$ cat config.mk
export PLATFORM = sky130hd
export DESIGN_NAME = bus_decoder_flat
export DESIGN_NICKNAME = d
export VERILOG_FILES = /design/src/bus_pkg.sv /design/src/bus_if.sv /design/src/bus_decoder.sv /design/src/flat_wrapper.sv
export SDC_FILE = /design/constraint.sdc
export NUM_CORES = 1
export LEC_CHECK = 0
export BUFFER_PORTS_ARGS = -buffer_cell sky130_fd_sc_hd__buf_4
export CAP_MARGIN = 20
export CELL_PAD_IN_SITES_DETAIL_PLACEMENT = 1
export CELL_PAD_IN_SITES_GLOBAL_PLACEMENT = 1
export CORE_AREA = 2 2 136 138
export DETAILED_ROUTE_END_ITERATION = 6
export DIE_AREA = 0 0 138 140
export PLACE_DENSITY_LB_ADDON = 0.1
export SLEW_MARGIN = 20
export SYNTH_ARGS = -nofsm -noshare
export SYNTH_HDL_FRONTEND = slang
export SYNTH_SLANG_ARGS = --single-unit
$ cat constraint.sdc
create_clock -name sys_clk -period 9.2 [get_ports sys_clk]
set_input_delay 2.76 -clock sys_clk [delete_from_list [all_inputs] [get_ports sys_clk]]
set_output_delay 2.76 -clock sys_clk [all_outputs]
set_load 0.005 [all_outputs]
$ cat src/bus_pkg.sv
package bus_pkg;

    localparam int addr_width = 32;
    localparam int data_width = 32;
    localparam int sel_width = 4;

    localparam int region_width = 4;
    localparam int offset_width = addr_width - region_width;
    localparam int word_index_width = offset_width - 2; // offset without byte lane bits

    typedef logic [data_width-1:0] word_t;
    typedef logic [sel_width-1:0] sel_t;
    typedef logic [region_width-1:0] region_t;
    typedef logic [7:0] count_t;

    // one address, seen flat by the host and memory, split by the decoder
    typedef union packed {
        logic [addr_width-1:0] flat;
        struct packed {
            region_t                 region;
            logic [offset_width-1:0] offset;
        } field;
    } addr_u;

    // 256 MiB windows
    localparam region_t region_mem = 4'd0;
    localparam region_t region_jtag = 4'd1; // unmapped
    localparam region_t region_led = 4'd2;
    localparam region_t region_default = 4'd3;

    localparam int mem_words = 1024;
    localparam int mem_index_width = 10; // offset bits 11:2

    // word offsets inside the led window
    localparam logic [word_index_width-1:0] led_reg_word = word_index_width'(0);
    localparam logic [word_index_width-1:0] btn_word = word_index_width'(1);

endpackage
$ cat src/bus_if.sv
`timescale 1ns/1ps

interface wb_if;
    import bus_pkg::*;

    addr_u adr;
    word_t dat_w;
    word_t dat_r;
    sel_t  sel;
    logic  we;
    logic  cyc;
    logic  stb;
    logic  ack;
    logic  err;

    modport master (
        output adr, dat_w, sel, we, cyc, stb,
        input  dat_r, ack, err
    );

    modport slave (
        input  adr, dat_w, sel, we, cyc, stb,
        output dat_r, ack, err
    );

endinterface

// decoder counters toward the status panel
interface bus_status_if;
    import bus_pkg::*;

    count_t  wr_count;
    count_t  rd_count;
    count_t  err_count;
    region_t last_region;

    modport source (
        output wr_count, rd_count, err_count, last_region
    );

    modport sink (
        input wr_count, rd_count, err_count, last_region
    );

endinterface

$ cat src/bus_decoder.sv
`timescale 1ns/1ps

module bus_decoder (
    input logic sys_clk,
    input logic reset,
    wb_if.slave host,
    wb_if.master mem,
    wb_if.master led,
    bus_status_if.source status
);
    import bus_pkg::*;

    region_t region;
    logic    hit_mem;
    logic    hit_led;
    logic    hit_none;
    logic    req;
    logic    err_q;
    logic    resp_ack;
    logic    resp_err;

    assign region = host.adr.field.region;
    assign hit_mem = (region == region_mem);
    assign hit_led = (region == region_led);
    // old jtag window, default window and everything above
    assign hit_none = (region == region_jtag) || (region == region_default) ||
                      (region > region_default);
    assign req = host.cyc && host.stb;

    // payload goes to both slaves, only the strobes are steered
    assign mem.adr = host.adr;
    assign mem.dat_w = host.dat_w;
    assign mem.sel = host.sel;
    assign mem.we = host.we;
    assign mem.cyc = host.cyc && hit_mem;
    assign mem.stb = host.stb && hit_mem;

    assign led.adr = host.adr;
    assign led.dat_w = host.dat_w;
    assign led.sel = host.sel;
    assign led.we = host.we;
    assign led.cyc = host.cyc && hit_led;
    assign led.stb = host.stb && hit_led;

    // response mux
    always_comb begin
        if (hit_mem) begin
            host.dat_r = mem.dat_r;
        end else if (hit_led) begin
            host.dat_r = led.dat_r;
        end else begin
            host.dat_r = '0;
        end
    end

    assign resp_ack = (hit_mem && mem.ack) || (hit_led && led.ack);
    assign resp_err = err_q || (hit_mem && mem.err) || (hit_led && led.err);
    assign host.ack = resp_ack;
    assign host.err = resp_err;

    always_ff @(posedge sys_clk) begin
        if (reset) begin
            err_q <= 1'b0;
            status.wr_count <= '0;
            status.rd_count <= '0;
            status.err_count <= '0;
            status.last_region <= '0;
        end else begin
            err_q <= req && hit_none && !err_q; // one cycle, like a slave ack
            if (resp_ack && host.we) begin
                status.wr_count <= status.wr_count + count_t'(1);
            end
            if (resp_ack && !host.we) begin
                status.rd_count <= status.rd_count + count_t'(1);
            end
            if (resp_err) begin
                status.err_count <= status.err_count + count_t'(1);
            end
            if (resp_ack || resp_err) begin
                status.last_region <= region;
            end
        end
    end

    // slave acks and the local error path must never meet
    ack_err_exclusive: assert property (
        @(posedge sys_clk) disable iff (reset) !(host.ack && host.err)
    );

endmodule

$ cat src/flat_wrapper.sv
// flat-port wrapper written by rule: the top's interface ports become plain ports
module bus_decoder_flat import bus_pkg::*;
  (sys_clk, reset, host_adr, host_dat_w, host_sel, host_we, host_cyc, host_stb, host_dat_r, host_ack, host_err, mem_adr, mem_dat_w, mem_sel, mem_we, mem_cyc, mem_stb, mem_dat_r, mem_ack, mem_err, led_adr, led_dat_w, led_sel, led_we, led_cyc, led_stb, led_dat_r, led_ack, led_err, status_wr_count, status_rd_count, status_err_count, status_last_region);
  wb_if host_i ();
  wb_if mem_i ();
  wb_if led_i ();
  bus_status_if status_i ();
  input logic sys_clk;
  input logic reset;
  input wire logic [$bits(host_i.adr)-1:0] host_adr;
  input wire logic [$bits(host_i.dat_w)-1:0] host_dat_w;
  input wire logic [$bits(host_i.sel)-1:0] host_sel;
  input wire logic [$bits(host_i.we)-1:0] host_we;
  input wire logic [$bits(host_i.cyc)-1:0] host_cyc;
  input wire logic [$bits(host_i.stb)-1:0] host_stb;
  output wire logic [$bits(host_i.dat_r)-1:0] host_dat_r;
  output wire logic [$bits(host_i.ack)-1:0] host_ack;
  output wire logic [$bits(host_i.err)-1:0] host_err;
  output wire logic [$bits(mem_i.adr)-1:0] mem_adr;
  output wire logic [$bits(mem_i.dat_w)-1:0] mem_dat_w;
  output wire logic [$bits(mem_i.sel)-1:0] mem_sel;
  output wire logic [$bits(mem_i.we)-1:0] mem_we;
  output wire logic [$bits(mem_i.cyc)-1:0] mem_cyc;
  output wire logic [$bits(mem_i.stb)-1:0] mem_stb;
  input wire logic [$bits(mem_i.dat_r)-1:0] mem_dat_r;
  input wire logic [$bits(mem_i.ack)-1:0] mem_ack;
  input wire logic [$bits(mem_i.err)-1:0] mem_err;
  output wire logic [$bits(led_i.adr)-1:0] led_adr;
  output wire logic [$bits(led_i.dat_w)-1:0] led_dat_w;
  output wire logic [$bits(led_i.sel)-1:0] led_sel;
  output wire logic [$bits(led_i.we)-1:0] led_we;
  output wire logic [$bits(led_i.cyc)-1:0] led_cyc;
  output wire logic [$bits(led_i.stb)-1:0] led_stb;
  input wire logic [$bits(led_i.dat_r)-1:0] led_dat_r;
  input wire logic [$bits(led_i.ack)-1:0] led_ack;
  input wire logic [$bits(led_i.err)-1:0] led_err;
  output wire logic [$bits(status_i.wr_count)-1:0] status_wr_count;
  output wire logic [$bits(status_i.rd_count)-1:0] status_rd_count;
  output wire logic [$bits(status_i.err_count)-1:0] status_err_count;
  output wire logic [$bits(status_i.last_region)-1:0] status_last_region;
  assign host_i.adr = host_adr;
  assign host_i.dat_w = host_dat_w;
  assign host_i.sel = host_sel;
  assign host_i.we = host_we;
  assign host_i.cyc = host_cyc;
  assign host_i.stb = host_stb;
  assign host_dat_r = host_i.dat_r;
  assign host_ack = host_i.ack;
  assign host_err = host_i.err;
  assign mem_adr = mem_i.adr;
  assign mem_dat_w = mem_i.dat_w;
  assign mem_sel = mem_i.sel;
  assign mem_we = mem_i.we;
  assign mem_cyc = mem_i.cyc;
  assign mem_stb = mem_i.stb;
  assign mem_i.dat_r = mem_dat_r;
  assign mem_i.ack = mem_ack;
  assign mem_i.err = mem_err;
  assign led_adr = led_i.adr;
  assign led_dat_w = led_i.dat_w;
  assign led_sel = led_i.sel;
  assign led_we = led_i.we;
  assign led_cyc = led_i.cyc;
  assign led_stb = led_i.stb;
  assign led_i.dat_r = led_dat_r;
  assign led_i.ack = led_ack;
  assign led_i.err = led_err;
  assign status_wr_count = status_i.wr_count;
  assign status_rd_count = status_i.rd_count;
  assign status_err_count = status_i.err_count;
  assign status_last_region = status_i.last_region;
  bus_decoder u_core (.sys_clk(sys_clk), .reset(reset), .host(host_i), .mem(mem_i), .led(led_i), .status(status_i));
endmodule
# Word level (Yosys, flattened, before mapping)
# Cells that the tools add are included.
# word_totals
reg_bits,29
input_bits,141
output_inout_bits,204
wordCells,36
# classes
add_sub_neg,3
n_lt_le_gt_ge,1
n_eq_ne,3
mux,2
reduce_logical,22
# ops
cell,n
$mux 32,2
$add 8x1->8 const B,3
$logic_and 1x1->1,13
$eq 4x2->1 const B,2
$logic_or 1x1->1,6
$eq 4x1->1 const B,1
$gt 4x2->1 const B,1
$logic_not 4->1,1
$logic_not 1->1,2

# Longest topological paths before layout
# logic_depth
word_depth,5
ltp_mapped,7
mapped_depth_nobuf,5

# Least setup slack after synthesis
# OpenSTA, ideal clock, no wires.
# synth_path
kind,input to output
start,in host_adr[29]
end,out host_dat_r[25]
arrival_time_ns,3.989
t_required_ns,6.440
setup_slack_ns,2.451
stages,5
path_buffers,3
cell_sequence,clkbuf_1 buf_1 buf_1 mux2i_1 nor2_1
# synth_between
elab_chain_len,3
word_cells_on_any_way,4
classes_between,1 x eq/ne; 2 x mux; 1 x reduce/logical
# synth_rtl
item,line_no,source
start: declaration,flat_wrapper.sv:10,input wire logic [$bits(host_i.adr)-1:0] host_adr;
$eq 4x2->1,bus_decoder.sv:24,assign hit_led = (region == region_led);
$mux 32,bus_decoder.sv:49,end else if (hit_led) begin
$mux 32 *,bus_decoder.sv:47,if (hit_mem) begin
end: declaration,flat_wrapper.sv:16,output wire logic [$bits(host_i.dat_r)-1:0] host_dat_r;
# Mark *: on every way between the ends. The rest lies on a longest branch, timed or not.

# Worst setup path in the final report
# layout_path
start,in host_adr[29]
end,out host_ack
# layout_between
elab_chain_len,3
word_cells_on_any_way,5
classes_between,1 x eq/ne; 4 x reduce/logical
# layout_rtl
item,line_no,source
$eq 4x2->1 / $logic_not 4->1 (equally long branches),"bus_decoder.sv:24, bus_decoder.sv:23",
$logic_and 1x1->1,bus_decoder.sv:56,assign resp_ack = (hit_mem && mem.ack) || (hit_led && led.ack);
$logic_or 1x1->1 *,bus_decoder.sv:56,
end: declaration,flat_wrapper.sv:17,output wire logic [$bits(host_i.ack)-1:0] host_ack;
# Marked as above.

==> flow_metrics.tcl <==
set metrics [dict create \
    dr.first_iter.drc_count 49 \
    coreArea_sq_mm 0.0178 \
    crit_family "buffers and inverters" \
    tightest_slew_ns 0.746 \
    grt_usage_pct 9.49 \
    synthCells 369 \
    die_x_microns 138 \
    gr-total-overflow 0 \
    fillCellCount 2146 \
    synth_top_area_share_pct 36.2 \
    fmax_ghz 0.138 \
    port-buffer-count 152 \
    rows 49 \
    setup_viol 0 \
    clkTransAtPathRegs_ns 0.05 \
    grt_pass1_vias 2455 \
    gp_congestion 0.679 \
    route.final.wire_length_mm 9.64 \
    fin_crit_ns 7.27 \
    multiInputGateArea_sq_mm 0.00118 \
    min_period_over_period_pct 79.0 \
    endpoint_kind "primary output" \
    hold_viol_final 0 \
    slowest_delay_ns 0.72 \
    drive_above_1_share_pct 44.1 \
    clkLatencyLatePin_ns 0.27 \
    maxCapViolations 0 \
    worstHoldPathType "flip-flop to flip-flop" \
    cts_setup_buffers 0 \
    io_pins 345 \
    mappedNetlistArea_sq_mm 0.00286 \
    cts.sinks 29 \
    drv_slew 0 \
    place_ws_ns 1.94 \
    antenna_found_initial 0 \
    vias 2295 \
    fin_nets 521 \
    crit_arrival_ns 4.51 \
    area_delta_synth_final_pct 16.5 \
    layout_commonest_cell "buf_4" \
    cts_tree "built" \
    path_cells "buf_4, mux2i_1, nor2_1, buf_4" \
    ir_worst_vdd_mv 0.0694 \
    syn_nets 513 \
    clockBufferDepth 2 \
    cts_hold_buf 0 \
    die-area_sq_mm 0.0193 \
    setup_tns_ns 0 \
    vias_per_cell 3.79 \
    start_util_pct 16.1 \
    synthTopCellsByArea "buf_4 (36%), dfxtp_1 (20%), mux2i_1 (13%)" \
    crit_path_start_kind "primary input" \
    regArea_sq_um 581 \
    leakage_nw 1.52 \
    cts_root_buf "clkbuf_16" \
    post-synth-top-area-cell "buf_4" \
    layout_setup_ws_ns 1.93 \
    final_cell_mix "buf_4 (153), nor2_1 (46), mux2i_1 (36)" \
    critical_path_class "primary input to primary output" \
    path_common_cell "buf_4" \
    status "finished clean" \
    yosysUniqueCellTypes 29 \
    crit_slowest_cell "mux2i_1" \
    critPathBufInv 2 \
    worstPathRequired_ns 6.44 \
    rsz0062_at_grt "false" \
    antenna_cells 0 \
    cts_made_buffers 5 \
    yosys_warnings 0 \
    grt_max_degree 43 \
    cts.repair.resized 0 \
    hpwl_mm 7.79 \
    postRouteAntennaNets 0 \
    relSlewSlack_pct 48.8 \
    die_h_microns 140 \
    path_max_fanout 42 \
    fin_skew_ns 0.00307 \
    syn_area_per_cell_sq_um 7.76 \
    htreeDepth 2 \
    ys_ff_latch 29 \
    yosysSeqAreaShare_pct 20.3 \
    routedWlPerCell_microns 15.9 \
    drcViolationCount 0 \
    drt_pass1_iterations 4 \
    grt_pass1_wl_mm 14.6 \
    power.density_mw_per_mm2 106 \
]
[layer usage]
metal	wire length, microns	part of all wire (%)	global-route usage (%)
met5	0	0	0
met4	189	2.0	3.06
met3	990	10	4.17
met2	4960	51	17.2
met1	3490	36	9.80
[sequential cells by signal, indices dropped and copies added (netlist names)]
name / count
u_core.status.rd_count: 8
u_core.status.err_count: 8
u_core.err_q: 1
u_core.status.last_region: 4
u_core.status.wr_count: 8
[synthesized netlist by cell type (all sizes together)]
cell type    n
a21oi       17
and3         3
buf        143
clkbuf       9
dfxtp       29
ha           3
inv          4
mux2         3
mux2i       36
nand2       10
nand2b       3
nand3       10
nand3b       3
nand4        4
nor2        46
nor2b        1
nor3         2
nor4         5
o21ai       13
o31ai        2
or3         11
or4          4
xnor2        5
xor2         3
[kinds of logic (layout without fill, tap and decap cells)]
group	count (synthesis)	in the layout	share of synthesized area (%)
buffers and inverters	156	163	38.7
and+or+nand+nor	102	102	17.8
muxes	39	39	13.8
AOI/OAI and AO/OA	32	32	5.77
DFF	29	29	20.3
xor gates and xnor gates	8	8	2.45
adders and majority gates	3	3	1.31
[power breakdown]
| group | internal (mW) | switching (mW) | total [mW] |
|---|---|---|---|
| Combinational | 0.0420 | 0.0306 | 0.0726 |
| Clock | 0.0964 | 0.0548 | 0.151 |
| Sequential | 0.128 | 0.00187 | 0.129 |
| Total | 0.266 | 0.0873 | 0.353 |
[worst paths after layout]
| kind | startpoint | end | slack [ns] | depth (start not counted) |
|---|---|---|---|---|
| worst max register to register | u_core.status.wr_count[2] | u_core.status.wr_count[6] | 7.61 | 4 |
| worst min register to register | u_core.status.last_region[0] | u_core.status.last_region[0] | 0.48 | 2 |
| worst max-delay path | host_adr[29] | host_ack | 1.93 | 4 |
| worst min-delay path | u_core.status.last_region[0] | u_core.status.last_region[0] | 0.48 | 2 |
[stage by stage]
| stage | hold slack, ns | area [sq um] | total power, mW | cells | util [%] |
|---|---|---|---|---|---|
| floorplan | 0.431 | 2860 | 0.207 | 369 | - |
| global placement | 0.476 | 3210 | 0.206 | 599 | 18.0 |
| detailed placement | 0.475 | 3210 | 0.207 | 599 | 18.0 |
| CTS | 0.484 | 3340 | 0.359 | 605 | 18.8 |
| global route | 0.517 | 3340 | 0.371 | 605 | 18.8 |
| finish | 0.483 | 3340 | 0.353 | 605 | 18.8 |
[cell type report]
| type | instances | area share (%) |
|---|---|---|
| Clock buffer | 5 | 3.75 |
| Clock inverter | 1 | 0.150 |
| Inverter | 4 | 0.450 |
| Multi-Input combinational cell | 184 | 35.2 |
| Sequential cell | 29 | 17.4 |
| Tap cell | 229 | 8.59 |
| Timing Repair Buffer | 153 | 34.4 |
[worst reg2reg max path, delay by kind of cell, from the launching register on]
family,cells,cell delay (ns)
AO/OA/AOI/OAI,1,0.15
flip-flops,1,0.42
AND/OR/NAND/NOR,3,0.94
No activity file was read; power rests on OpenSTA's default activity.
