File: src/panel_pkg.sv
package panel_pkg;

    localparam int page_count = 8;
    typedef logic [2:0] page_t;

    localparam page_t page_led = 3'd0;
    localparam page_t page_writes = 3'd1;
    localparam page_t page_reads = 3'd2;
    localparam page_t page_errors = 3'd3;
    localparam page_t page_region = 3'd4;

    // fixed lamp test bytes on the top three pages
    localparam logic [7:0] pattern_a = 8'hAA;
    localparam logic [7:0] pattern_b = 8'h55;
    localparam logic [7:0] pattern_c = 8'hF0;

    localparam int btn_width = 2; // up, down

endpackage

File: src/bus_pkg.sv
package bus_pkg;

    localparam int addr_width = 32;
    localparam int data_width = 32;
    localparam int sel_width = 4;

    localparam int region_width = 4;
    localparam int offset_width = addr_width - region_width;
    localparam int word_index_width = offset_width - 2; // offset without byte lane bits

    typedef logic [data_width-1:0] word_t;
    typedef logic [sel_width-1:0] sel_t;
    typedef logic [region_width-1:0] region_t;
    typedef logic [7:0] count_t;

    // one address, seen flat by the host and memory, split by the decoder
    typedef union packed {
        logic [addr_width-1:0] flat;
        struct packed {
            region_t                 region;
            logic [offset_width-1:0] offset;
        } field;
    } addr_u;

    // 256 MiB windows
    localparam region_t region_mem = 4'd0;
    localparam region_t region_jtag = 4'd1; // unmapped
    localparam region_t region_led = 4'd2;
    localparam region_t region_default = 4'd3;

    localparam int mem_words = 1024;
    localparam int mem_index_width = 10; // offset bits 11:2

    // word offsets inside the led window
    localparam logic [word_index_width-1:0] led_reg_word = word_index_width'(0);
    localparam logic [word_index_width-1:0] btn_word = word_index_width'(1);

endpackage
File: src/bus_if.sv


// decoder counters toward the status panel
interface bus_status_if;
    import bus_pkg::*;

    count_t  wr_count;
    count_t  rd_count;
    count_t  err_count;
    region_t last_region;

    modport source (
        output wr_count, rd_count, err_count, last_region
    );

    modport sink (
        input wr_count, rd_count, err_count, last_region
    );

endinterface

File: src/status_panel.sv
`timescale 1ns/1ps

module status_panel (
    input logic sys_clk,
    input logic reset,
    input logic [panel_pkg::btn_width-1:0] btn,
    input logic [7:0] led_value,
    bus_status_if.sink status,
    output logic [7:0] led8,
    output logic [3:0] led4
);
    import panel_pkg::*;

    logic [btn_width-1:0] btn_meta;
    logic [btn_width-1:0] btn_sync;
    logic [btn_width-1:0] btn_prev;
    logic [btn_width-1:0] btn_rise;
    page_t                page;
    logic [7:0]           shown;

    assign btn_rise = btn_sync & ~btn_prev;

    always_ff @(posedge sys_clk) begin
        if (reset) begin
            btn_meta <= '0;
            btn_sync <= '0;
            btn_prev <= '0;
            page <= page_led;
        end else begin
            btn_meta <= btn;
            btn_sync <= btn_meta;
            btn_prev <= btn_sync;
            if (btn_rise[0] && !btn_rise[1]) begin // up
                page <= (page == page_t'(page_count - 1)) ? '0 : page + page_t'(1);
            end else if (btn_rise[1] && !btn_rise[0]) begin // down
                page <= (page == '0) ? page_t'(page_count - 1) : page - page_t'(1);
            end
        end
    end

    always_comb begin
        case (page)
            page_led:    shown = led_value;
            page_writes: shown = status.wr_count;
            page_reads:  shown = status.rd_count;
            page_errors: shown = status.err_count;
            page_region: shown = 8'(status.last_region);
            3'd5:        shown = pattern_a;
            3'd6:        shown = pattern_b;
            default:     shown = pattern_c;
        endcase
    end

    // leds are active low, page digit active high
    always_ff @(posedge sys_clk) begin
        if (reset) begin
            led8 <= '1;
            led4 <= '0;
        end else begin
            led8 <= ~shown;
            led4 <= 4'(page);
        end
    end

    page_in_range: assert property (
        @(posedge sys_clk) disable iff (reset) led4 < 4'(page_count)
    );

endmodule

File: src/flat_wrapper.sv
// flat-port wrapper written by rule: the top's interface ports become plain ports
module status_panel_flat import panel_pkg::*;
  (sys_clk, reset, btn, led_value, led8, led4, status_wr_count, status_rd_count, status_err_count, status_last_region);
  bus_status_if status_i ();
  input logic sys_clk;
  input logic reset;
  input logic [panel_pkg::btn_width-1:0] btn;
  input logic [7:0] led_value;
  output logic [7:0] led8;
  output logic [3:0] led4;
  input wire logic [$bits(status_i.wr_count)-1:0] status_wr_count;
  input wire logic [$bits(status_i.rd_count)-1:0] status_rd_count;
  input wire logic [$bits(status_i.err_count)-1:0] status_err_count;
  input wire logic [$bits(status_i.last_region)-1:0] status_last_region;
  assign status_i.wr_count = status_wr_count;
  assign status_i.rd_count = status_rd_count;
  assign status_i.err_count = status_err_count;
  assign status_i.last_region = status_last_region;
  status_panel u_core (.sys_clk(sys_clk), .reset(reset), .btn(btn), .led_value(led_value), .status(status_i), .led8(led8), .led4(led4));
endmodule
File: config.mk
export PLATFORM = sky130hd
export DESIGN_NAME = status_panel_flat
export DESIGN_NICKNAME = d
export VERILOG_FILES = /design/src/panel_pkg.sv /design/src/bus_pkg.sv /design/src/bus_if.sv /design/src/status_panel.sv /design/src/flat_wrapper.sv
export SDC_FILE = /design/constraint.sdc
export NUM_CORES = 1
export LEC_CHECK = 0
export BUFFER_PORTS_ARGS = -buffer_cell sky130_fd_sc_hd__buf_2
export CAP_MARGIN = 30
export CORE_MARGIN = 3
export CORE_UTILIZATION = 40
export DETAILED_ROUTE_END_ITERATION = 7
export GPL_ROUTABILITY_DRIVEN = 0
export GPL_TIMING_DRIVEN = 0
export PLACE_DENSITY = 0.73
export RECOVER_POWER = 100
export SLEW_MARGIN = 25
export SYNTH_ARGS = -nofsm -noshare
export SYNTH_HDL_FRONTEND = slang
export SYNTH_SLANG_ARGS = --single-unit
File: constraint.sdc
create_clock -name sys_clk -period 4.41 [get_ports sys_clk]
set_input_delay 0.441 -clock sys_clk [delete_from_list [all_inputs] [get_ports sys_clk]]
set_output_delay 0.441 -clock sys_clk [all_outputs]
set_load 0.03 [all_outputs]
# After elaboration in Yosys (flattened, before gate mapping)
# Index checks and enable logic that the tools add are counted.
# W data, S select, Z words.
[totals] out_inout_bits=12 regBits=21 input_bits=40 elab_cells=30
[classes] eq_ne=7 n_reduce_logical=6 mux=5 bitwise_logic=3 n_addsub=2
[ops] operator="$pmux W8 S7" n=1
[ops] operator="$eq A3 B3 Y1 const B" n=4
[ops] operator="$mux W3" n=4
[ops] operator="$not A8 Y8" n=1
[ops] operator="$eq A3 B2 Y1 const B" n=2
[ops] operator="$add A3 B1 Y3 const B" n=1
[ops] operator="$eq A3 B1 Y1 const B" n=1
[ops] operator="$logic_not A3 Y1" n=1
[ops] operator="$sub A3 B1 Y3 const B" n=1
[ops] operator="$and A2 B2 Y2" n=1
[ops] operator="$logic_and A1 B1 Y1" n=2
[ops] operator="$logic_not A1 Y1" n=2
[ops] operator="$not A2 Y2" n=1
[ops] operator="$reduce_bool A2 Y1" n=1

# Depth between registers and ports, before layout
# Gate-level depths: netlist of the first run.
[logic_depth] ltp_word=6 ltp_mapped=7 mapped_depth_nobuf=5

# Worst setup path before layout of the first run
# OpenSTA, ideal clock, no wires.
[synth_timing] path_kind="reg2reg" startpoint="register u_core.page[2]" endpoint="register u_core.led8[7]" setup_ns=0.115 stages_incl_launch_ff=8 setup_slack_ns=2.777 period_less_slack_ns=1.633 arrival_ns=1.517 path_buffers=2 required_time_ns=4.295 path_cell_list="dfxtp_1 > buf_2 > inv_2 > ha_1 > buf_6 > nor4_4 > a21oi_1 > a31o_1"
[synth_via] elab_chain_cells=3 elab_cells_between_ends=9 classes_between="eq/ne: 6; mux: 1; bitwise: 1; reduce/logical: 1"
[synth_lines] item="start: declaration" line_no="status_panel.sv:18" text="page_t page;"
[synth_lines] item="start signal: assignment" line_no="status_panel.sv:28" text="page <= page_led;"
[synth_lines] item="start signal: assignment" line_no="status_panel.sv:34" text="page <= (page == page_t'(page_count - 1)) ? '0 : page + page_t'(1);"
[synth_lines] item="start signal: assignment" line_no="status_panel.sv:36" text="page <= (page == '0) ? page_t'(page_count - 1) : page - page_t'(1);"
[synth_lines] item="$eq A3 B3 Y1, or another cell as far along" line_no="status_panel.sv:42" text="case (page)"
[synth_lines] item="$pmux W8 S7 *" line_no="status_panel.sv:42"
[synth_lines] item="$not A8 Y8 *" line_no="status_panel.sv:60" text="led8 <= ~shown;"
[synth_lines] item="end signal: assignment" line_no="status_panel.sv:60"
[synth_lines] item="end: declaration" line_no="status_panel.sv:9" text="output logic [7:0] led8,"
# Every way passes the cells marked *; elsewhere a longest branch is shown, timed or not.
# A chain may end at the register's enable or synchronous reset.

# Worst setup path in the final report of the first run
[layout_timing] startpoint="register u_core.page[2]" endpoint="register u_core.led8[1]"
# Same word-level chain as after synthesis.

==> flow_metrics.env, run 1 <==
export IMPL_multi_input_area_um2=534
export IMPL_slew_viol_final=0
export IMPL_vias=1029
export IMPL_drive_gt1_share_pct=28.9
export IMPL_min_to="u_core.btn_meta[1]$_SDFF_PP0_"
export IMPL_irDropWorstVdd_v=0.000204
export IMPL_root_buffer="clkbuf_4"
export IMPL_clock_path_buffers=2
export IMPL_hold_start="btn[1]"
export IMPL_core_area_um2=2320
export IMPL_grt_pass1_vias=1005
export IMPL_worst_pin_slew_ns=0.921
export IMPL_maxCapViolations=0
export IMPL_final_critical_path_setup_slack_ns=1.75
export IMPL_crit_required_ns=4.64
export IMPL_clk_pin_slew_worst_paths_ns=0.11
export IMPL_r2r_start="u_core.page[2]$_SDFFE_PP0P_"
export IMPL_finalCriticalPeriod_ns=2.66
export IMPL_rsz0062_at_grt="false"
export IMPL_die_w_um=56.6
export IMPL_critPathBufInv=3
export IMPL_min_path_type="in2reg"
export IMPL_post_cts_buffers=0
export IMPL_clk_insertion_delay_late_ns=0.30
export IMPL_grt_pass1_wl_um=4370
export IMPL_synth_xor_area_share_pct=0.857
export IMPL_slowest_stage="nor4_1"
export IMPL_grt_max_degree=12
export IMPL_path_cells="clkbuf_1 > inv_1 > ha_1 > clkbuf_1 > nor4_1 > nor2_1 > o21ai_0"
export IMPL_synth_cell_types=35
export IMPL_rr_endpoint="u_core.led8[1]$_SDFF_PP1_"
export IMPL_synth_warnings=0
export IMPL_power_per_cell_area_nw_per_um2=346
export IMPL_vias_per_cell=5.30
export IMPL_ios=52
export IMPL_p_leak_uw=0.000608
export IMPL_path_class="reg2reg"
export IMPL_nFillCells=217
export IMPL_track_usage_pct=17.2
export IMPL_io_buffers=50
export IMPL_die_height_um=56.6
export IMPL_drtPass1Iterations=5
export IMPL_crit_fanout=9
export IMPL_cts_sinks=20
export IMPL_ys_seq_area_share_pct=39.2
export IMPL_synthSimpleGateAreaFrac_pct=18.0
export IMPL_cp_common_cell="clkbuf_1"
export IMPL_seqPwrFrac_pct=45.4
export IMPL_finalClockSkew_ns=0.00695
export IMPL_drc=0
export IMPL_reg2regPathDepth=7
export IMPL_start_kind="flip-flop"
export IMPL_synthTopCellsByCount="dfxtp_1, o21ai_0, nor2_1, ha_1"
export IMPL_synth_most_common_cell="dfxtp_1"
export IMPL_fmax_ghz=0.375
export IMPL_p_int_uw=304
export IMPL_cts_tree="done"
export IMPL_critPathCaptureType="flip-flop"
export IMPL_syn_inst=112
export IMPL_nets=215
export IMPL_placementRows=17
export IMPL_wire_per_inst_um=13.1
export IMPL_cpPeakStageDelay_ns=0.84
export IMPL_synthAdderAreaFrac_pct=9.79
export IMPL_drtIter0Drc=43
export IMPL_start_util_pct=44.1
export IMPL_seq_area_um2=400
export IMPL_cts_made_buffers=3
export IMPL_synth_top_cell_area_share_pct=39.2
export IMPL_cp_arrival_ns=2.90
export IMPL_p_sw_uw=148
export IMPL_synth_edf_count=0
export IMPL_setup_viol=0
export IMPL_async_reset_ff_share_pct=0
export IMPL_rrSetupSlack_ns=1.75
export IMPL_comb_power_share_pct=31.5
export IMPL_synth_area_per_cell_um2=9.13
export IMPL_synth_top_family_by_area="compound AO/OA/AOI/OAI gates"
export IMPL_relSlewSlack_pct=38.1
export IMPL_area_delta_synth_final_pct=27.5
export IMPL_status="completed"
export IMPL_synth_fp_nets=160
export IMPL_netlist_area_um2=1020
export IMPL_hold_violations=0
export IMPL_synth_compound_area_share_pct=23.7
export IMPL_htree_levels=1
export IMPL_swShare_pct=32.7
export IMPL_cts_resized=0
export IMPL_worstHoldPathCells=2
export IMPL_power_share_clock_pct=23.2
export IMPL_dpl_worst_slack_ns=2.60
export IMPL_post_route_period_util_pct=60.4
export IMPL_synth_area_leaders="dfxtp_1, ha_1, o21ai_0, nor2b_1, nand3_1"
export IMPL_ys_ff_latch=20
export IMPL_netlist_top_cell_by_area="dfxtp_1"
export IMPL_synthFlopType="dfxtp_1"
export IMPL_dieArea_um2=3200
export IMPL_dp_hpwl_um=1950
export IMPL_antenna_left=0
export IMPL_ctsHoldBuffers=0
export IMPL_antenna_found_initial=0
export IMPL_grt_overflow=0
export IMPL_synth_mux_area_share_pct=0.979
export IMPL_crit_family="simple AND/OR/NAND/NOR gates"
export IMPL_wl_um=2550
export IMPL_n_antenna_cell=0
export IMPL_tns_ns=0
-- worst max path at each step --
stage,from,to,slack [ns],cells past startpoint
finish,u_core.page[2]$_SDFFE_PP0P_,u_core.led8[1]$_SDFF_PP1_,1.75,7
global route,u_core.page[2]$_SDFFE_PP0P_,u_core.led8[3]$_SDFF_PP1_,1.41,7
CTS,u_core.page[2]$_SDFFE_PP0P_,u_core.led8[7]$_SDFF_PP1_,2.59,7
detailed placement,u_core.page[2]$_SDFFE_PP0P_,u_core.led8[7]$_SDFF_PP1_,2.60,7
global placement,u_core.page[2]$_SDFFE_PP0P_,u_core.led8[7]$_SDFF_PP1_,2.62,7
floorplan,u_core.page[2]$_SDFFE_PP0P_,u_core.led8[7]$_SDFF_PP1_,2.78,7
-- placed cells by master, fill, tap and decap left out, types with 3 or more instances in the layout --
cell type  instances
nor2_1             9
dfxtp_1           20
ha_1               8
o21ai_0           12
nand3_1            7
a21oi_1            5
a22oi_1            3
clkbuf_1          16
buf_2             40
inv_1              5
nor2b_1            7
nand2_1            5
clkbuf_4           3
-- layout make-up --
type / count / share of cell area, %
Clock buffer: 4 / 2.78
Timing Repair Buffer: 50 / 18.0
Inverter: 5 / 1.44
Tap cell: 28 / 2.69
Buffer: 8 / 3.36
Sequential cell: 20 / 30.7
Multi-Input combinational cell: 79 / 41.0
-- state kept, by name (all words and copies together) (netlist names) --
name / flops
u_core.page: 3
u_core.led8: 8
u_core.btn_meta: 2
u_core.btn_prev: 2
u_core.btn_sync: 2
u_core.led4: 3
-- metal layers --
metal | wire, um | GRT usage (%) | up-vias
met5 | 0 | 0 | -
met4 | 58 | 8.14 | 0
met3 | 285 | 5.29 | 9
met2 | 1110 | 26.7 | 62
met1 | 1090 | 21.4 | 454
li1 | - | - | 504
-- through the flow --
step | hold WS (ns) | instances | instance area [um2] | util, % | total power, uW
after floorplan | 0.414 | 112 | 1020 | - | 312
after global routing | 0.367 | 194 | 1300 | 56.2 | 483
after global placement | 0.418 | 190 | 1310 | 56.4 | 354
final | 0.348 | 194 | 1300 | 56.2 | 451
after CTS | 0.340 | 194 | 1340 | 58.0 | 464
after detailed placement | 0.432 | 190 | 1310 | 56.4 | 359
-- power by group through the flow --
stage	Sequential, uW	Clock (uW)	Combinational, uW
floorplan	234	0	77.9
global placement	207	0	147
detailed placement	208	0	151
CTS	204	108	151
global route	207	119	158
finish	205	105	142
-- logic make-up after synthesis --
| family | count (synthesis) |
|---|---|
| other cells | 1 |
| compound gates | 34 |
| simple gates | 34 |
| buf+inv | 13 |
| mux | 1 |
| flops | 20 |
| xor+xnor | 1 |
| fa+ha+maj | 8 |
Power figures use the tool's default switching activity.
==> run 2, diff against run 1 <==
--- a/config.mk
+++ b/config.mk
@@ -12,7 +12,7 @@
 export DETAILED_ROUTE_END_ITERATION = 7
 export GPL_ROUTABILITY_DRIVEN = 0
 export GPL_TIMING_DRIVEN = 0
-export PLACE_DENSITY = 0.73
+export PLACE_DENSITY = 0.76
 export RECOVER_POWER = 100
 export SLEW_MARGIN = 25
 export SYNTH_ARGS = -nofsm -noshare
==> constraint.sdc (replaced) <==
create_clock -name sys_clk -period 2.4 [get_ports sys_clk]
set_input_delay 0.24 -clock sys_clk [delete_from_list [all_inputs] [get_ports sys_clk]]
set_output_delay 0.24 -clock sys_clk [all_outputs]
set_load 0.03 [all_outputs]
==> flow_metrics.env, run 2 (synthesis results as in run 1) <==
export IMPL_status="completed"
export IMPL_met1_usage_pct=20.1
export IMPL_grt_max_degree=12
export IMPL_root_buffer="clkbuf_4"
export IMPL_gr_usage_met3_pct=4.14
export IMPL_clk_insertion_delay_late_ns=0.30
export IMPL_worstSetupEndpoint="u_core.led8[7]$_SDFF_PP1_"
export IMPL_swShare_pct=32.4
export IMPL_numPlacedInstances=190
export IMPL_post_cts_buffers=0
export IMPL_clk_pin_slew_worst_paths_ns=0.11
export IMPL_vias_per_cell=5.15
export IMPL_area_delta_synth_final_pct=29.0
export IMPL_cp_arrival_ns=2.19
export IMPL_reg2regPathDepth=7
export IMPL_drtPass1Iterations=4
export IMPL_rr_endpoint="u_core.led8[7]$_SDFF_PP1_"
export IMPL_irDropWorstVdd_v=0.000322
export IMPL_fmax_ghz=0.504
export IMPL_reg_top3="u_core.led8: 8 flops, u_core.led4: 3 flops, u_core.page: 3 flops"
export IMPL_p_sw_uw=269
export IMPL_cts_resized=0
export IMPL_antenna_left=0
export IMPL_rsz0062_at_grt="false"
export IMPL_p_int_uw=560
export IMPL_vias=999
export IMPL_start_util_pct=44.1
export IMPL_crit_required_ns=2.61
export IMPL_critPathCaptureType="flip-flop"
export IMPL_antenna_found_initial=0
export IMPL_cts_tree="done"
export IMPL_path_class="reg2reg"
export IMPL_hold_violations=0
export IMPL_post_route_period_util_pct=82.6
export IMPL_finalCriticalPeriod_ns=1.98
export IMPL_largest_reg_flops=8
export IMPL_p_leak_uw=0.000618
export IMPL_post_route_util_pct=56.9
export IMPL_setup_viol=0
export IMPL_placementRows=17
export IMPL_drive_gt1_share_pct=31.3
export IMPL_comb_power_share_pct=31.7
export IMPL_grt_overflow=0
export IMPL_fin_hold_ws_ns=0.147
export IMPL_drtIter0Drc=53
export IMPL_finalClockSkew_ns=0.00215
export IMPL_worst_pin_slew_ns=0.589
export IMPL_final_cell_mix="buf_2, dfxtp_1, clkbuf_1, o21ai_0, nor2_1"
export IMPL_slew_viol_final=0
export IMPL_grt_busiest_layer="met2"
export IMPL_maxCapViolations=0
export IMPL_htree_levels=1
export IMPL_cts_made_buffers=3
export IMPL_crit_fanout=9
export IMPL_track_usage_pct=16.0
export IMPL_start_kind="flip-flop"
export IMPL_drc=0
export IMPL_dp_hpwl_um=1870
export IMPL_cts_sinks=20
export IMPL_rrSetupSlack_ns=0.42
export IMPL_fin_cells=194
export IMPL_relSlewSlack_pct=60.4
export IMPL_r2r_start="u_core.page[2]$_SDFFE_PP0P_"
export IMPL_dieArea_um2=3200
export IMPL_grt_pass1_vias=993
export IMPL_min_path_type="in2reg"
export IMPL_final_common_cell="buf_2"
export IMPL_grt_pass1_wl_um=4160
export IMPL_power_per_cell_area_nw_per_um2=629
export IMPL_wire_per_inst_um=12.6
export IMPL_io_buffers=50
export IMPL_power_share_clock_pct=23.2
export IMPL_nets=215
export IMPL_clock_path_buffers=2
export IMPL_ios=52
export IMPL_core_area_um2=2320
export IMPL_tns_ns=0
export IMPL_die_w_um=56.6
export IMPL_cp_startpoint="u_core.page[2]$_SDFFE_PP0P_"
export IMPL_n_antenna_cell=0
export IMPL_use_met2_pct=25.9
export IMPL_ctsHoldBuffers=0
export IMPL_top_register="u_core.led8"
export IMPL_wl_um=2440
export IMPL_seqPwrFrac_pct=45.2
export IMPL_die_height_um=56.6
## run 2: cell types whose count changed in the layout (fill, tap and decap cells not counted), sizes merged
cell,previous run,this run
buf,42,44
clkbuf,20,18
## run 2: power by group through the flow
stage / clock network [uW] / registers, uW / logic, uW
finish: 192 / 374 / 263
global route: 213 / 379 / 292
CTS: 202 / 374 / 278
detailed placement: 0 / 382 / 276
global placement: 0 / 380 / 271
floorplan: 0 / 430 / 143
## run 2: worst min-delay path by stage
stage / from / endpoint / cells after the start
after floorplan: reset / u_core.btn_meta[0]$_SDFF_PP0_ / 1
after global placement: u_core.btn_meta[1]$_SDFF_PP0_ / u_core.btn_sync[1]$_SDFF_PP0_ / 1
after detailed placement: u_core.btn_meta[1]$_SDFF_PP0_ / u_core.btn_sync[1]$_SDFF_PP0_ / 1
after CTS: btn[1] / u_core.btn_meta[1]$_SDFF_PP0_ / 2
after global routing: btn[0] / u_core.btn_meta[0]$_SDFF_PP0_ / 2
final: btn[1] / u_core.btn_meta[1]$_SDFF_PP0_ / 2
## run 2: routing by layer
layer | share of wire (%) | vias up
li1 | - | 502
met1 | 45 | 448
met2 | 43 | 46
met3 | 11 | 3
met4 | 0.82 | 0
met5 | 0 | -
## run 2: stage by stage
stage	power [uW]	instance area (um2)	setup WS, ns
2_1_floorplan	573	1020	0.767
3_3_place_gp	651	1310	0.601
3_5_place_dp	658	1310	0.582
4_1_cts	853	1340	0.568
5_1_grt	884	1320	0.268
6_report	829	1320	0.418
## run 2: worst max-delay path, stage by stage (launching register included)
cell and delay, ns:
dfxtp_1 0.35, buf_2 0.20, inv_2 0.11, ha_1 0.22
buf_6 0.14, nor4_2 0.55, a21oi_1 0.08, a31o_1 0.23
## run 2: area by class of cell
type	instances	area [um2]
buffer	8	52.6
timing repair buffer	50	235
sequential	20	400
fill	223	1000
multi-input combinational	79	541
clock buffer	4	36.3
tap	28	35.0
inverter	5	18.8
