[src/panel_pkg.sv]
package panel_pkg;

    localparam int page_count = 8;
    typedef logic [2:0] page_t;

    localparam page_t page_led = 3'd0;
    localparam page_t page_writes = 3'd1;
    localparam page_t page_reads = 3'd2;
    localparam page_t page_errors = 3'd3;
    localparam page_t page_region = 3'd4;

    // fixed lamp test bytes on the top three pages
    localparam logic [7:0] pattern_a = 8'hAA;
    localparam logic [7:0] pattern_b = 8'h55;
    localparam logic [7:0] pattern_c = 8'hF0;

    localparam int btn_width = 2; // up, down

endpackage

[src/bus_pkg.sv]
package bus_pkg;

    localparam int addr_width = 32;
    localparam int data_width = 32;
    localparam int sel_width = 4;

    localparam int region_width = 4;
    localparam int offset_width = addr_width - region_width;
    localparam int word_index_width = offset_width - 2; // offset without byte lane bits

    typedef logic [data_width-1:0] word_t;
    typedef logic [sel_width-1:0] sel_t;
    typedef logic [region_width-1:0] region_t;
    typedef logic [7:0] count_t;

    // one address, seen flat by the host and memory, split by the decoder
    typedef union packed {
        logic [addr_width-1:0] flat;
        struct packed {
            region_t                 region;
            logic [offset_width-1:0] offset;
        } field;
    } addr_u;

    // 256 MiB windows
    localparam region_t region_mem = 4'd0;
    localparam region_t region_jtag = 4'd1; // unmapped
    localparam region_t region_led = 4'd2;
    localparam region_t region_default = 4'd3;

    localparam int mem_words = 1024;
    localparam int mem_index_width = 10; // offset bits 11:2

    // word offsets inside the led window
    localparam logic [word_index_width-1:0] led_reg_word = word_index_width'(0);
    localparam logic [word_index_width-1:0] btn_word = word_index_width'(1);

endpackage
[src/bus_if.sv]
`timescale 1ns/1ps

interface wb_if;
    import bus_pkg::*;

    addr_u adr;
    word_t dat_w;
    word_t dat_r;
    sel_t  sel;
    logic  we;
    logic  cyc;
    logic  stb;
    logic  ack;
    logic  err;

    modport master (
        output adr, dat_w, sel, we, cyc, stb,
        input  dat_r, ack, err
    );

    modport slave (
        input  adr, dat_w, sel, we, cyc, stb,
        output dat_r, ack, err
    );

endinterface


[src/led_slave.sv]
`timescale 1ns/1ps

module led_slave (
    input logic sys_clk,
    input logic reset,
    wb_if.slave bus,
    input logic [panel_pkg::btn_width-1:0] btn,
    output logic [7:0] led_value
);
    import bus_pkg::*;
    import panel_pkg::*;

    logic [btn_width-1:0]        btn_meta;
    logic [btn_width-1:0]        btn_sync;
    logic [word_index_width-1:0] word;
    logic                        req;
    logic                        ack_q;
    word_t                       rd_q;

    assign word = bus.adr.field.offset[offset_width-1:2];
    assign req = bus.cyc && bus.stb;

    always_ff @(posedge sys_clk) begin
        if (reset) begin
            btn_meta <= '0;
            btn_sync <= '0;
            ack_q <= 1'b0;
            led_value <= '0;
        end else begin
            btn_meta <= btn;
            btn_sync <= btn_meta;
            ack_q <= req && !ack_q;
            if (req && !ack_q && bus.we && bus.sel[0] && word == led_reg_word) begin
                led_value <= bus.dat_w[7:0];
            end
        end
    end

    always_ff @(posedge sys_clk) begin
        if (req && !ack_q) begin
            case (word)
                led_reg_word: rd_q <= word_t'(led_value);
                btn_word:     rd_q <= word_t'(btn_sync);
                default:      rd_q <= '0; // hole in the window
            endcase
        end
    end

    assign bus.dat_r = rd_q;
    assign bus.ack = ack_q;
    assign bus.err = 1'b0;

endmodule

[src/flat_wrapper.sv]
// flat-port wrapper written by rule: the top's interface ports become plain ports
module led_slave_flat import bus_pkg::*; import panel_pkg::*;
  (sys_clk, reset, btn, led_value, bus_adr, bus_dat_w, bus_sel, bus_we, bus_cyc, bus_stb, bus_dat_r, bus_ack, bus_err);
  wb_if bus_i ();
  input logic sys_clk;
  input logic reset;
  input logic [panel_pkg::btn_width-1:0] btn;
  output logic [7:0] led_value;
  input wire logic [$bits(bus_i.adr)-1:0] bus_adr;
  input wire logic [$bits(bus_i.dat_w)-1:0] bus_dat_w;
  input wire logic [$bits(bus_i.sel)-1:0] bus_sel;
  input wire logic [$bits(bus_i.we)-1:0] bus_we;
  input wire logic [$bits(bus_i.cyc)-1:0] bus_cyc;
  input wire logic [$bits(bus_i.stb)-1:0] bus_stb;
  output wire logic [$bits(bus_i.dat_r)-1:0] bus_dat_r;
  output wire logic [$bits(bus_i.ack)-1:0] bus_ack;
  output wire logic [$bits(bus_i.err)-1:0] bus_err;
  assign bus_i.adr = bus_adr;
  assign bus_i.dat_w = bus_dat_w;
  assign bus_i.sel = bus_sel;
  assign bus_i.we = bus_we;
  assign bus_i.cyc = bus_cyc;
  assign bus_i.stb = bus_stb;
  assign bus_dat_r = bus_i.dat_r;
  assign bus_ack = bus_i.ack;
  assign bus_err = bus_i.err;
  led_slave u_core (.sys_clk(sys_clk), .reset(reset), .bus(bus_i), .btn(btn), .led_value(led_value));
endmodule
[config.mk]
export PLATFORM = sky130hd
export DESIGN_NAME = led_slave_flat
export DESIGN_NICKNAME = d
export VERILOG_FILES = /design/src/panel_pkg.sv /design/src/bus_pkg.sv /design/src/bus_if.sv /design/src/led_slave.sv /design/src/flat_wrapper.sv
export SDC_FILE = /design/constraint.sdc
export NUM_CORES = 1
export LEC_CHECK = 0
export BUFFER_PORTS_ARGS = -buffer_cell sky130_fd_sc_hd__buf_2
export CORE_ASPECT_RATIO = 2
export CORE_MARGIN = 2
export CORE_UTILIZATION = 34
export CTS_CLUSTER_SIZE = 20
export DETAILED_ROUTE_END_ITERATION = 7
export PLACE_DENSITY = 0.82
export SYNTH_ARGS = -nofsm -noshare
export SYNTH_HDL_FRONTEND = slang
export SYNTH_SLANG_ARGS = --single-unit
[constraint.sdc]
create_clock -name sys_clk -period 1.6 [get_ports sys_clk]
set_input_delay 0.16 -clock sys_clk [delete_from_list [all_inputs] [get_ports sys_clk]]
set_output_delay 0.16 -clock sys_clk [all_outputs]
set_load 0.05 [all_outputs]
* Word level (Yosys, flattened, before mapping)
Index checks and enable logic that the tools add are counted.
Storage, ports and cells: bits in registers 45, bits of input ports 75
Cells by class: equality and inequality tests 1, muxes and demuxes 1, reductions and logical operators 7
Operator list (number):
- $eq 26x1->1 const B | 1
- $logic_not 26->1 | 1
- $pmux 8 s2 | 1
- $logic_and 1x1->1 | 5
- $logic_not 1->1 | 1

* Logic depth before layout (Yosys ltp)
Gate-level depths: netlist of the first run.
depth in word-level cells 5, depth in mapped cells 4, depth with buffers taken out 4

* Least setup slack after synthesis of the first run
No wires, ideal clock.
path kind reg2reg, start point reg u_core.ack_q (netlist: u_core.bus.ack), end point reg u_core.led_value[0], setup time 0.072 ns, arrival time 1.652 ns, required time 1.528 ns, setup slack -0.124 ns, cell stages (with the launch flop) 5, buffers on the path 0, clock period less this slack 1.724 ns, path through dfxtp_1 -> and3b_1 -> nand3_1 -> nor3_4 -> mux2i_1
On the way: word-level cells in the longest chain between the ends 5
RTL lines:
- from (decl) | RTL line led_slave.sv:17 | logic ack_q;
- from (signal assigned) | RTL line led_slave.sv:32 | ack_q <= req && !ack_q;
- $logic_not 1->1 | RTL line led_slave.sv:33 | if (req && !ack_q && bus.we && bus.sel[0] && word == led_reg_word) begin
- $logic_and 1x1->1 (4 in series) | RTL line led_slave.sv:33
- to (signal assigned) | RTL line led_slave.sv:34 | led_value <= bus.dat_w[7:0];
- to (decl) | RTL line led_slave.sv:8 | output logic [7:0] led_value
No other way between the ends. A chain may end at the register's enable or synchronous reset.

* Worst setup path after layout of the first run
start point in bus_adr[8], end point reg u_core.led_value[5]
On the way: word-level cells in the longest chain between the ends 2
RTL lines:
- from (decl) | RTL line flat_wrapper.sv:9 | input wire logic [$bits(bus_i.adr)-1:0] bus_adr;
- $logic_not 26->1 | RTL line led_slave.sv:33
- $logic_and 1x1->1 | RTL line led_slave.sv:33
No other way between the ends.

==> impl_metrics.ini, run 1 <==
[power_and_ir_drop]
ir_drop_mv = 0.4377
leakage_nw = 0.6509
total_power_mw = 1.168
p_per_area_nw_per_um2 = 833.2

[worst_setup_path]
cp_max_fo = 8
cp_data_arrival_time_ps = 1490
r2r_start = u_core.bus.ack
critPathBufInv = 2
path_class = in2reg
worstPathRequired_ps = 1780
worstSetupStartpointType = input pin
slowest_stage = nor4_1
cp_top_family = simple AND/OR/NAND/NOR gates
critPathLaunch = bus_adr[8]
crit_chain = buf_2, nor4_1, nand4_1, nor3_4, buf_12, mux2i_1
crit_path_end_kind = register
critPathMaxStageDelay_ps = 350

[clocking]
cts_root_buf = clkbuf_8
insertion_delay_ps = 250
numCtsBuffers = 3
cts_num_sinks = 21
htreeDepth = 1
cts_resized = 0
clkTransAtPathRegs_ps = 70
postCtsSetupRepairBufs = 0
cts_tree = built
cts_buffer_depth = 2
holdBufCountCts = 0

[timing]
hold_violations = 0
layout_min_cycle_time_ps = 1305
setup_viol = 0
fin_worst_skew_ps = 4.927
fin_ws_ps = 294.8
finalMaxSlewViolations = 0
period_share = 0.8158
max_freq_mhz = 766.2
rsz0062_at_grt = false
whs_ps = 109.4

[drt]
routedLengthMet1_um = 646
wl_met3_um = 257
drtAntennaViolNets = 0
routed_wl_um = 1976
drc_errors = 0
route.met2.wl_um = 1063
vias_per_cell = 4.316
first_pass_iters = 2
routed.top_layer = met4
first_iter_violations = 7
vias = 833
wire_per_inst_um = 10.24

[run_status]
run_status = complete, no violations

[placed_design]
port_buffers = 58
place_inst = 189
gp_congestion = 0.6356
hpwl_um = 1697
pre_cts_slack_ps = -28.56

[die]
dieArea_um2 = 3741
die_w_um = 44.26
die_height_um = 84.53
io_pins = 117
core_um2 = 3120
row_count = 29
start_util = 0.3532

[grt]
grt_max_degree = 22
antenna_found_initial = 0
grt_pass1_vias = 716
grt_use_total = 0.1063
grt_overflow_total = 0
grt_pass1_wl_um = 2953

[synth]
avgSynthCellArea_um2 = 10.91
synth-seq-cells = 21
synth_cell_type_count = 19
ys_seq_area_frac = 0.4540
yosys_warnings = 0
syn_area_um2 = 1102
syn_inst = 101

[worst_hold_path]
hold_path_class = in2reg
hold_start = btn[1]

[layout]
layout_commonest_cell = buf_2
final_nets = 238
num_antenna_cells = 0
drive_gt1_frac = 0.4259
layout_common_cells = buf_2, conb_1, nand2b_1
fin_cells = 193
area_growth_pct = 27.13

[run]
cap_violations = 0
-- synthesized netlist by cell type (all sizes together) --
library cell | n | area, um2
nor2b | 5 | 31.28
dfxtp | 13 | 260.3
nand4bb | 2 | 27.53
clkbuf | 2 | 7.510
nand4 | 1 | 6.260
nand3 | 1 | 5.000
buf | 25 | 187.7
nor3 | 1 | 16.27
nor2 | 3 | 11.26
edfxtp | 8 | 240.2
mux2i | 10 | 100.1
nand2b | 16 | 100.1
conb | 1 | 3.750
and2 | 6 | 37.54
and3b | 1 | 8.760
nor4 | 6 | 58.80
-- power by group --
part / switching [mW] / total (mW) / internal, mW
combinational: 0.201 / 0.263 / 0.0618
clock: 0.157 / 0.334 / 0.177
sequential: 0.00290 / 0.571 / 0.568
total: 0.361 / 1.17 / 0.806
-- logic make-up (layout without fill, tap and decap cells) --
group                  count (synthesis)  after routing  synth area share
buffers and inverters                 27             64            0.1771
DFF                                   21             21            0.4540
muxes                                 10             10           0.09081
other                                  1             25          0.003402
and+or+nand+nor                       42             42            0.2747
-- layer usage --
metal  vias to the layer above  track usage
met5                         -            0
met4                         0      0.04132
met3                         2      0.02366
met2                        61       0.2032
met1                       357       0.1015
li1                        413            -
-- area by class of cell --
class / count / area [um2]
Fill cell: 323 / 1719
Sequential cell: 21 / 501.7
Clock buffer: 4 / 45.04
Timing Repair Buffer: 60 / 317.8
Multi-Input combinational cell: 77 / 498.0
Tap cell: 31 / 38.79
-- metrics by stage --
step	instance area (um2)	TNS, ps	util
floorplan	1195	0	-
global placement	1356	0	0.4346
detailed placement	1356	-150.1	0.4346
CTS	1401	0	0.4491
global route	1401	0	0.4491
finish	1401	0	0.4491
-- sequential cells by signal, summed over array words and instances (netlist names) --
register / cells
u_core.btn_sync: 2
u_core.btn_meta: 2
u_core.bus.ack: 1
u_core.led_value: 8
u_core.bus.dat_r: 8
-- path summary, 6_finish.rpt --
kind | slack (ps) | cells after the start | to
worst max-delay path | 290 | 6 | u_core.led_value[5]
worst min-delay path | 110 | 2 | u_core.btn_meta[1]
worst max register to register | 320 | 5 | u_core.led_value[5]
worst min register to register | 450 | 1 | u_core.btn_sync[0]
Power figures use the tool's default switching activity.
==> inputs of run 2 (changes only) <==
--- a/config.mk
+++ b/config.mk
@@ -8,10 +8,10 @@
 export BUFFER_PORTS_ARGS = -buffer_cell sky130_fd_sc_hd__buf_2
 export CORE_ASPECT_RATIO = 2
 export CORE_MARGIN = 2
-export CORE_UTILIZATION = 34
+export CORE_UTILIZATION = 31
 export CTS_CLUSTER_SIZE = 20
 export DETAILED_ROUTE_END_ITERATION = 7
-export PLACE_DENSITY = 0.82
+export PLACE_DENSITY = 0.79
 export SYNTH_ARGS = -nofsm -noshare
 export SYNTH_HDL_FRONTEND = slang
 export SYNTH_SLANG_ARGS = --single-unit
==> constraint.sdc (replaced) <==
create_clock -name sys_clk -period 1.1 [get_ports sys_clk]
set_input_delay 0.11 -clock sys_clk [delete_from_list [all_inputs] [get_ports sys_clk]]
set_output_delay 0.11 -clock sys_clk [all_outputs]
set_load 0.05 [all_outputs]
==> run 2 against run 1 <==
Compared with the run above:
- the run now ends with setup timing left
- sequential power up 45%
- register-to-register slack got worse by 500 ps
- flip-flop and latch count unchanged
- utilization increased by 0.84 points
- first-iteration DRC count rose by 14%
- clock power up 48%
==> impl_metrics.ini, run 2 (synthesis results as in run 1) <==
[drt]
route.met2.wl_um = 1216
first_iter_violations = 8
vias_per_cell = 4.000
routed_wl_um = 2172
wire_per_inst_um = 10.15
wl_met3_um = 181
vias = 856
drtAntennaViolNets = 0
drc_errors = 0
first_pass_iters = 3
routedLengthMet1_um = 706
routed.top_layer = met4

[worst_setup_path]
crit_chain = and3b_2, nand3_2, nor3_4, buf_12, mux2i_2
critPathMaxStageDelay_ps = 340
worstPathRequired_ps = 1290
r2r_end = u_core.led_value[4]
cp_top_family = simple AND/OR/NAND/NOR gates
slowest_stage = dfxtp_4
cp.depth = 5
ff2ff_path_depth = 5
worstSetupStartpointType = register
ff2ff_setup_slack_ps = -180
crit_path_end_kind = register
cp_data_arrival_time_ps = 1460
cp_max_fo = 8
critPathBufInv = 1
path_class = reg2reg
r2r_start = u_core.bus.ack

[timing]
layout_min_cycle_time_ps = 1276
max_freq_mhz = 783.5
rsz0062_at_grt = true
hold_violations = 0
whs_ps = 63.96
setup_viol = 8
finalMaxSlewViolations = 0
fin_ws_ps = -176.4
tns_ps = -1119
period_share = 1.160
fin_worst_skew_ps = 2.446

[power_and_ir_drop]
p_per_area_nw_per_um2 = 1121
clockPowerShare = 0.282
seqPwrFrac = 0.474
leakage_nw = 0.6981
p_comb_frac = 0.244
total_power_mw = 1.751
ir_drop_mv = 0.9477
sw_frac_of_total = 0.3209
internal_power_mw = 1.189
p_switching_mw = 0.5620

[layout]
fillCellCount = 342
drive_gt1_frac = 0.4819
area_growth_pct = 41.77
num_antenna_cells = 0
final_nets = 242
fin_cells = 214
multi_input_area_um2 = 566.8
layout_commonest_cell = buf_2
stdcell_area_um2 = 1563
regArea_um2 = 504.2
layout_common_cells = buf_2, conb_1, nand2b_1

[grt]
grt_pass1_wl_um = 3194
antenna_found_initial = 0
grt_use_total = 0.1119
grt_max_degree = 22
grt_overflow_total = 0
grt_pass1_vias = 814

[die]
dieArea_um2 = 4078
row_count = 30
io_pins = 117
die_height_um = 88.33
core_um2 = 3416
die_w_um = 46.17
start_util = 0.3227

[clocking]
holdBufCountCts = 0
cts_num_sinks = 21
insertion_delay_ps = 260
cts_root_buf = clkbuf_8
postCtsSetupRepairBufs = 0
numCtsBuffers = 3
cts_tree = built
clkTransAtPathRegs_ps = 70
cts_buffer_depth = 2
htreeDepth = 1

[run_status]
run_status = finished with violations
violations = setup timing

[run]
cap_violations = 0

[worst_hold_path]
hold_path_depth = 2
min_to = u_core.btn_meta[1]
hold_start = btn[1]
hold_path_class = in2reg

[placed_design]
gp_congestion = 0.6350
hpwl_um = 1809
place_inst = 210
port_buffers = 58
placed_area_um2 = 1415
-- run 2: cell types whose count changed in the layout (fill, tap and decap cells not counted) --
cell	delta
clkinv_2	+1
buf_6	+6
clkbuf_1	-1
nor4_4	+4
nand3_1	-1
mux2i_1	-1
buf_4	+4
dfxtp_4	+1
nand3_2	+1
buf_2	-6
mux2i_2	+1
nor4_1	-4
dfxtp_2	-1
-- run 2: worst max-delay path by stage --
stage                   start                   to  slack [ps]
2_1_floorplan  u_core.bus.ack  u_core.led_value[0]        -420
3_3_place_gp      bus_adr[15]  u_core.led_value[4]        -310
3_5_place_dp      bus_adr[16]  u_core.led_value[4]        -390
4_1_cts        u_core.bus.ack  u_core.led_value[4]        -170
5_1_grt        u_core.bus.ack  u_core.led_value[4]        -220
6_report       u_core.bus.ack  u_core.led_value[4]        -180
-- run 2: power by group through the flow --
stage | Clock, mW | Sequential [mW] | Combinational, mW
2_1_floorplan | 0 | 0.902 | 0.301
3_3_place_gp | 0 | 0.846 | 0.391
3_5_place_dp | 0 | 0.848 | 0.393
4_1_cts | 0.508 | 0.830 | 0.423
5_1_grt | 0.535 | 0.831 | 0.454
6_report | 0.494 | 0.829 | 0.428
-- run 2: area by class of cell --
type / count / share of cell area
Clock buffer: 3 / 0.02642
Clock inverter: 1 / 0.003203
Multi-Input combinational cell: 77 / 0.3627
Sequential cell: 21 / 0.3227
Tap cell: 48 / 0.03843
Timing Repair Buffer: 64 / 0.2466
-- run 2: per-stage QoR --
step | util | setup WS (ps)
after floorplan | - | -423.7
after global placement | 0.4143 | -306.7
after detailed placement | 0.4143 | -385.5
after CTS | 0.4520 | -165.2
after global routing | 0.4575 | -217.5
final | 0.4575 | -176.4
-- run 2: metal layers --
metal  track usage  up-vias
met5             0        -
met4       0.07792        0
met2        0.2210       66
met1       0.09056      367
li1              -      418
met3       0.01224        5
-- run 2: worst reg2reg max path, stage by stage, from the launching register on --
cell     delay (ps)
dfxtp_4         340
and3b_2         250
nand3_2          90
nor3_4          160
buf_12          160
mux2i_2         200
-- run 2: what timing repair did --
action                                  4_1_cts  5_1_grt
pin swaps                                     9        4
gates resized for setup                      12        4
hold endpoints to repair                      0        0
endpoints found under the setup margin       10       11
==> inputs of run 3 (changes only) <==
--- a/config.mk
+++ b/config.mk
@@ -8,10 +8,11 @@
 export BUFFER_PORTS_ARGS = -buffer_cell sky130_fd_sc_hd__buf_2
 export CORE_ASPECT_RATIO = 2
 export CORE_MARGIN = 2
-export CORE_UTILIZATION = 31
+export CORE_UTILIZATION = 32
+export CTS_BUF_LIST = sky130_fd_sc_hd__clkbuf_2
 export CTS_CLUSTER_SIZE = 20
 export DETAILED_ROUTE_END_ITERATION = 7
-export PLACE_DENSITY = 0.79
+export PLACE_DENSITY = 0.81
 export SYNTH_ARGS = -nofsm -noshare
 export SYNTH_HDL_FRONTEND = slang
 export SYNTH_SLANG_ARGS = --single-unit
==> run 3 against run 2 <==
Compared with the run above:
- the flow still finishes with violations (setup timing)
- sequential share of layout area grew 2.2 points
- clock-buffer cell count grew 1
- flip-flop and latch count is the same
==> impl_metrics.ini, run 3 (synthesis results as in run 1) <==
[worst_setup_path]
path_class = reg2reg
ff2ff_path_depth = 5
cp_data_arrival_time_ps = 1500
ff2ff_setup_slack_ps = -160
crit_chain = and3b_2, nand3_2, nor3_4, buf_12, mux2i_1
worstSetupStartpointType = register
r2r_start = u_core.bus.ack
worstPathRequired_ps = 1340
critPathMaxStageDelay_ps = 370
crit_path_end_kind = register
cp_top_family = simple AND/OR/NAND/NOR gates
cp_max_fo = 8
slowest_stage = dfxtp_4
r2r_end = u_core.led_value[5]
critPathBufInv = 1

[layout]
area_growth_pct = 33.14
stdcell_area_um2 = 1468
drive_gt1_frac = 0.4731
fillCellCount = 333
layout_commonest_cell = buf_2
layout_common_cells = buf_2, conb_1, nand2b_1
num_antenna_cells = 0
final_nets = 243

[timing]
fin_worst_skew_ps = 6.926
hold_violations = 0
layout_min_cycle_time_ps = 1258
fin_ws_ps = -158.3
finalMaxSlewViolations = 0
rsz0062_at_grt = true
max_freq_mhz = 794.7
period_share = 1.144
setup_viol = 8

[die]
io_pins = 117
row_count = 30
core_um2 = 3341
start_util = 0.3300
die_height_um = 87
die_w_um = 45.50
dieArea_um2 = 3959

[drt]
vias = 841
drc_errors = 0
drtAntennaViolNets = 0
first_iter_violations = 4
first_pass_iters = 2
vias_per_cell = 4.226
routed_wl_um = 1888
wire_per_inst_um = 9.487

[run_status]
violations = setup timing
run_status = finished with violations

[grt]
grt_max_degree = 22
antenna_found_initial = 0
grt_pass1_vias = 737
grt_overflow_total = 0
grt_use_total = 0.09672
grt_pass1_wl_um = 2856

[clocking]
htreeDepth = 1
cts_buffer_depth = 2
clkTransAtPathRegs_ps = 170
numCtsBuffers = 3
cts_tree = built
cts_root_buf = clkbuf_2
insertion_delay_ps = 300
cts_num_sinks = 21

[power_and_ir_drop]
leakage_nw = 0.6727
p_per_area_nw_per_um2 = 1040
ir_drop_mv = 0.7774

[placed_design]
port_buffers = 58
placed_area_um2 = 1395
gp_congestion = 0.6594
pre_cts_slack_ps = -433.8
hpwl_um = 1652

[worst_hold_path]
hold_path_class = in2reg
hold_start = btn[1]
hold_path_depth = 2
min_to = u_core.btn_meta[1]

[run]
cap_violations = 0
run 3: changes by cell type in the layout (fill, tap and decap cells not counted), moves of 2 or more:
| cell | before | now |
|---|---|---|
| buf_2 | 52 | 49 |
| buf_6 | 6 | 0 |
| nor4_1 | 0 | 2 |
| clkbuf_2 | 0 | 4 |
| buf_4 | 5 | 15 |
| nor4_4 | 5 | 2 |
| clkbuf_8 | 3 | 0 |
run 3: layer usage:
| layer | part of all wire | vias up | global-route usage |
|---|---|---|---|
| met5 | 0 | - | 0 |
| met4 | 0.015 | 0 | 0.04813 |
| met3 | 0.10 | 4 | 0.008299 |
| met2 | 0.56 | 59 | 0.1908 |
| met1 | 0.33 | 357 | 0.08843 |
| li1 | - | 421 | - |
run 3: what timing repair did:
action / 4_1_cts / 5_1_grt
pin swaps: 2 / 0
gates resized for setup: 2 / 19
setup endpoints to repair: 11 / 27
buffers inserted: 1 / 0
hold buffers: 0 / 0
run 3: area by class of cell:
class / instances / area, um2 / area share
repair buffers: 65 / 377.9 / 0.2575
flip-flops and latches: 21 / 505.5 / 0.3444
well taps: 32 / 40.04 / 0.02728
clock buffers: 4 / 20.02 / 0.01364
multi-input cells: 77 / 524.3 / 0.3572
run 3: how the worst max path moves through the flow:
| stage | to | from | depth (start not counted) | slack [ps] |
|---|---|---|---|---|
| final | u_core.led_value[5] | u_core.bus.ack | 5 | -160 |
| after global routing | u_core.led_value[5] | u_core.bus.ack | 5 | -240 |
| after CTS | u_core.led_value[5] | u_core.bus.ack | 5 | -190 |
| after detailed placement | u_core.led_value[5] | bus_adr[8] | 6 | -430 |
| after global placement | u_core.led_value[3] | bus_adr[8] | 6 | -430 |
| after floorplan | u_core.led_value[0] | u_core.bus.ack | 4 | -420 |
run 3: stage by stage:
step | cells | hold slack (ps) | total power, mW | util | setup TNS [ps]
3_5_place_dp | 194 | 336.3 | 1.237 | 0.4176 | -5922
2_1_floorplan | 125 | 238.2 | 1.203 | - | -3389
3_3_place_gp | 194 | 319.6 | 1.236 | 0.4176 | -6299
6_report | 199 | 21.87 | 1.526 | 0.4393 | -1180
4_1_cts | 199 | 3.835 | 1.539 | 0.4285 | -1405
5_1_grt | 199 | 1.114 | 1.599 | 0.4393 | -1860
run 3: power breakdown:
| part | leakage (nW) | internal [mW] | switching [mW] |
|---|---|---|---|
| Combinational | 0.479 | 0.0965 | 0.300 |
| Clock | 0.0166 | 0.0964 | 0.202 |
| Sequential | 0.177 | 0.825 | 0.00555 |
| Total | 0.673 | 1.02 | 0.508 |
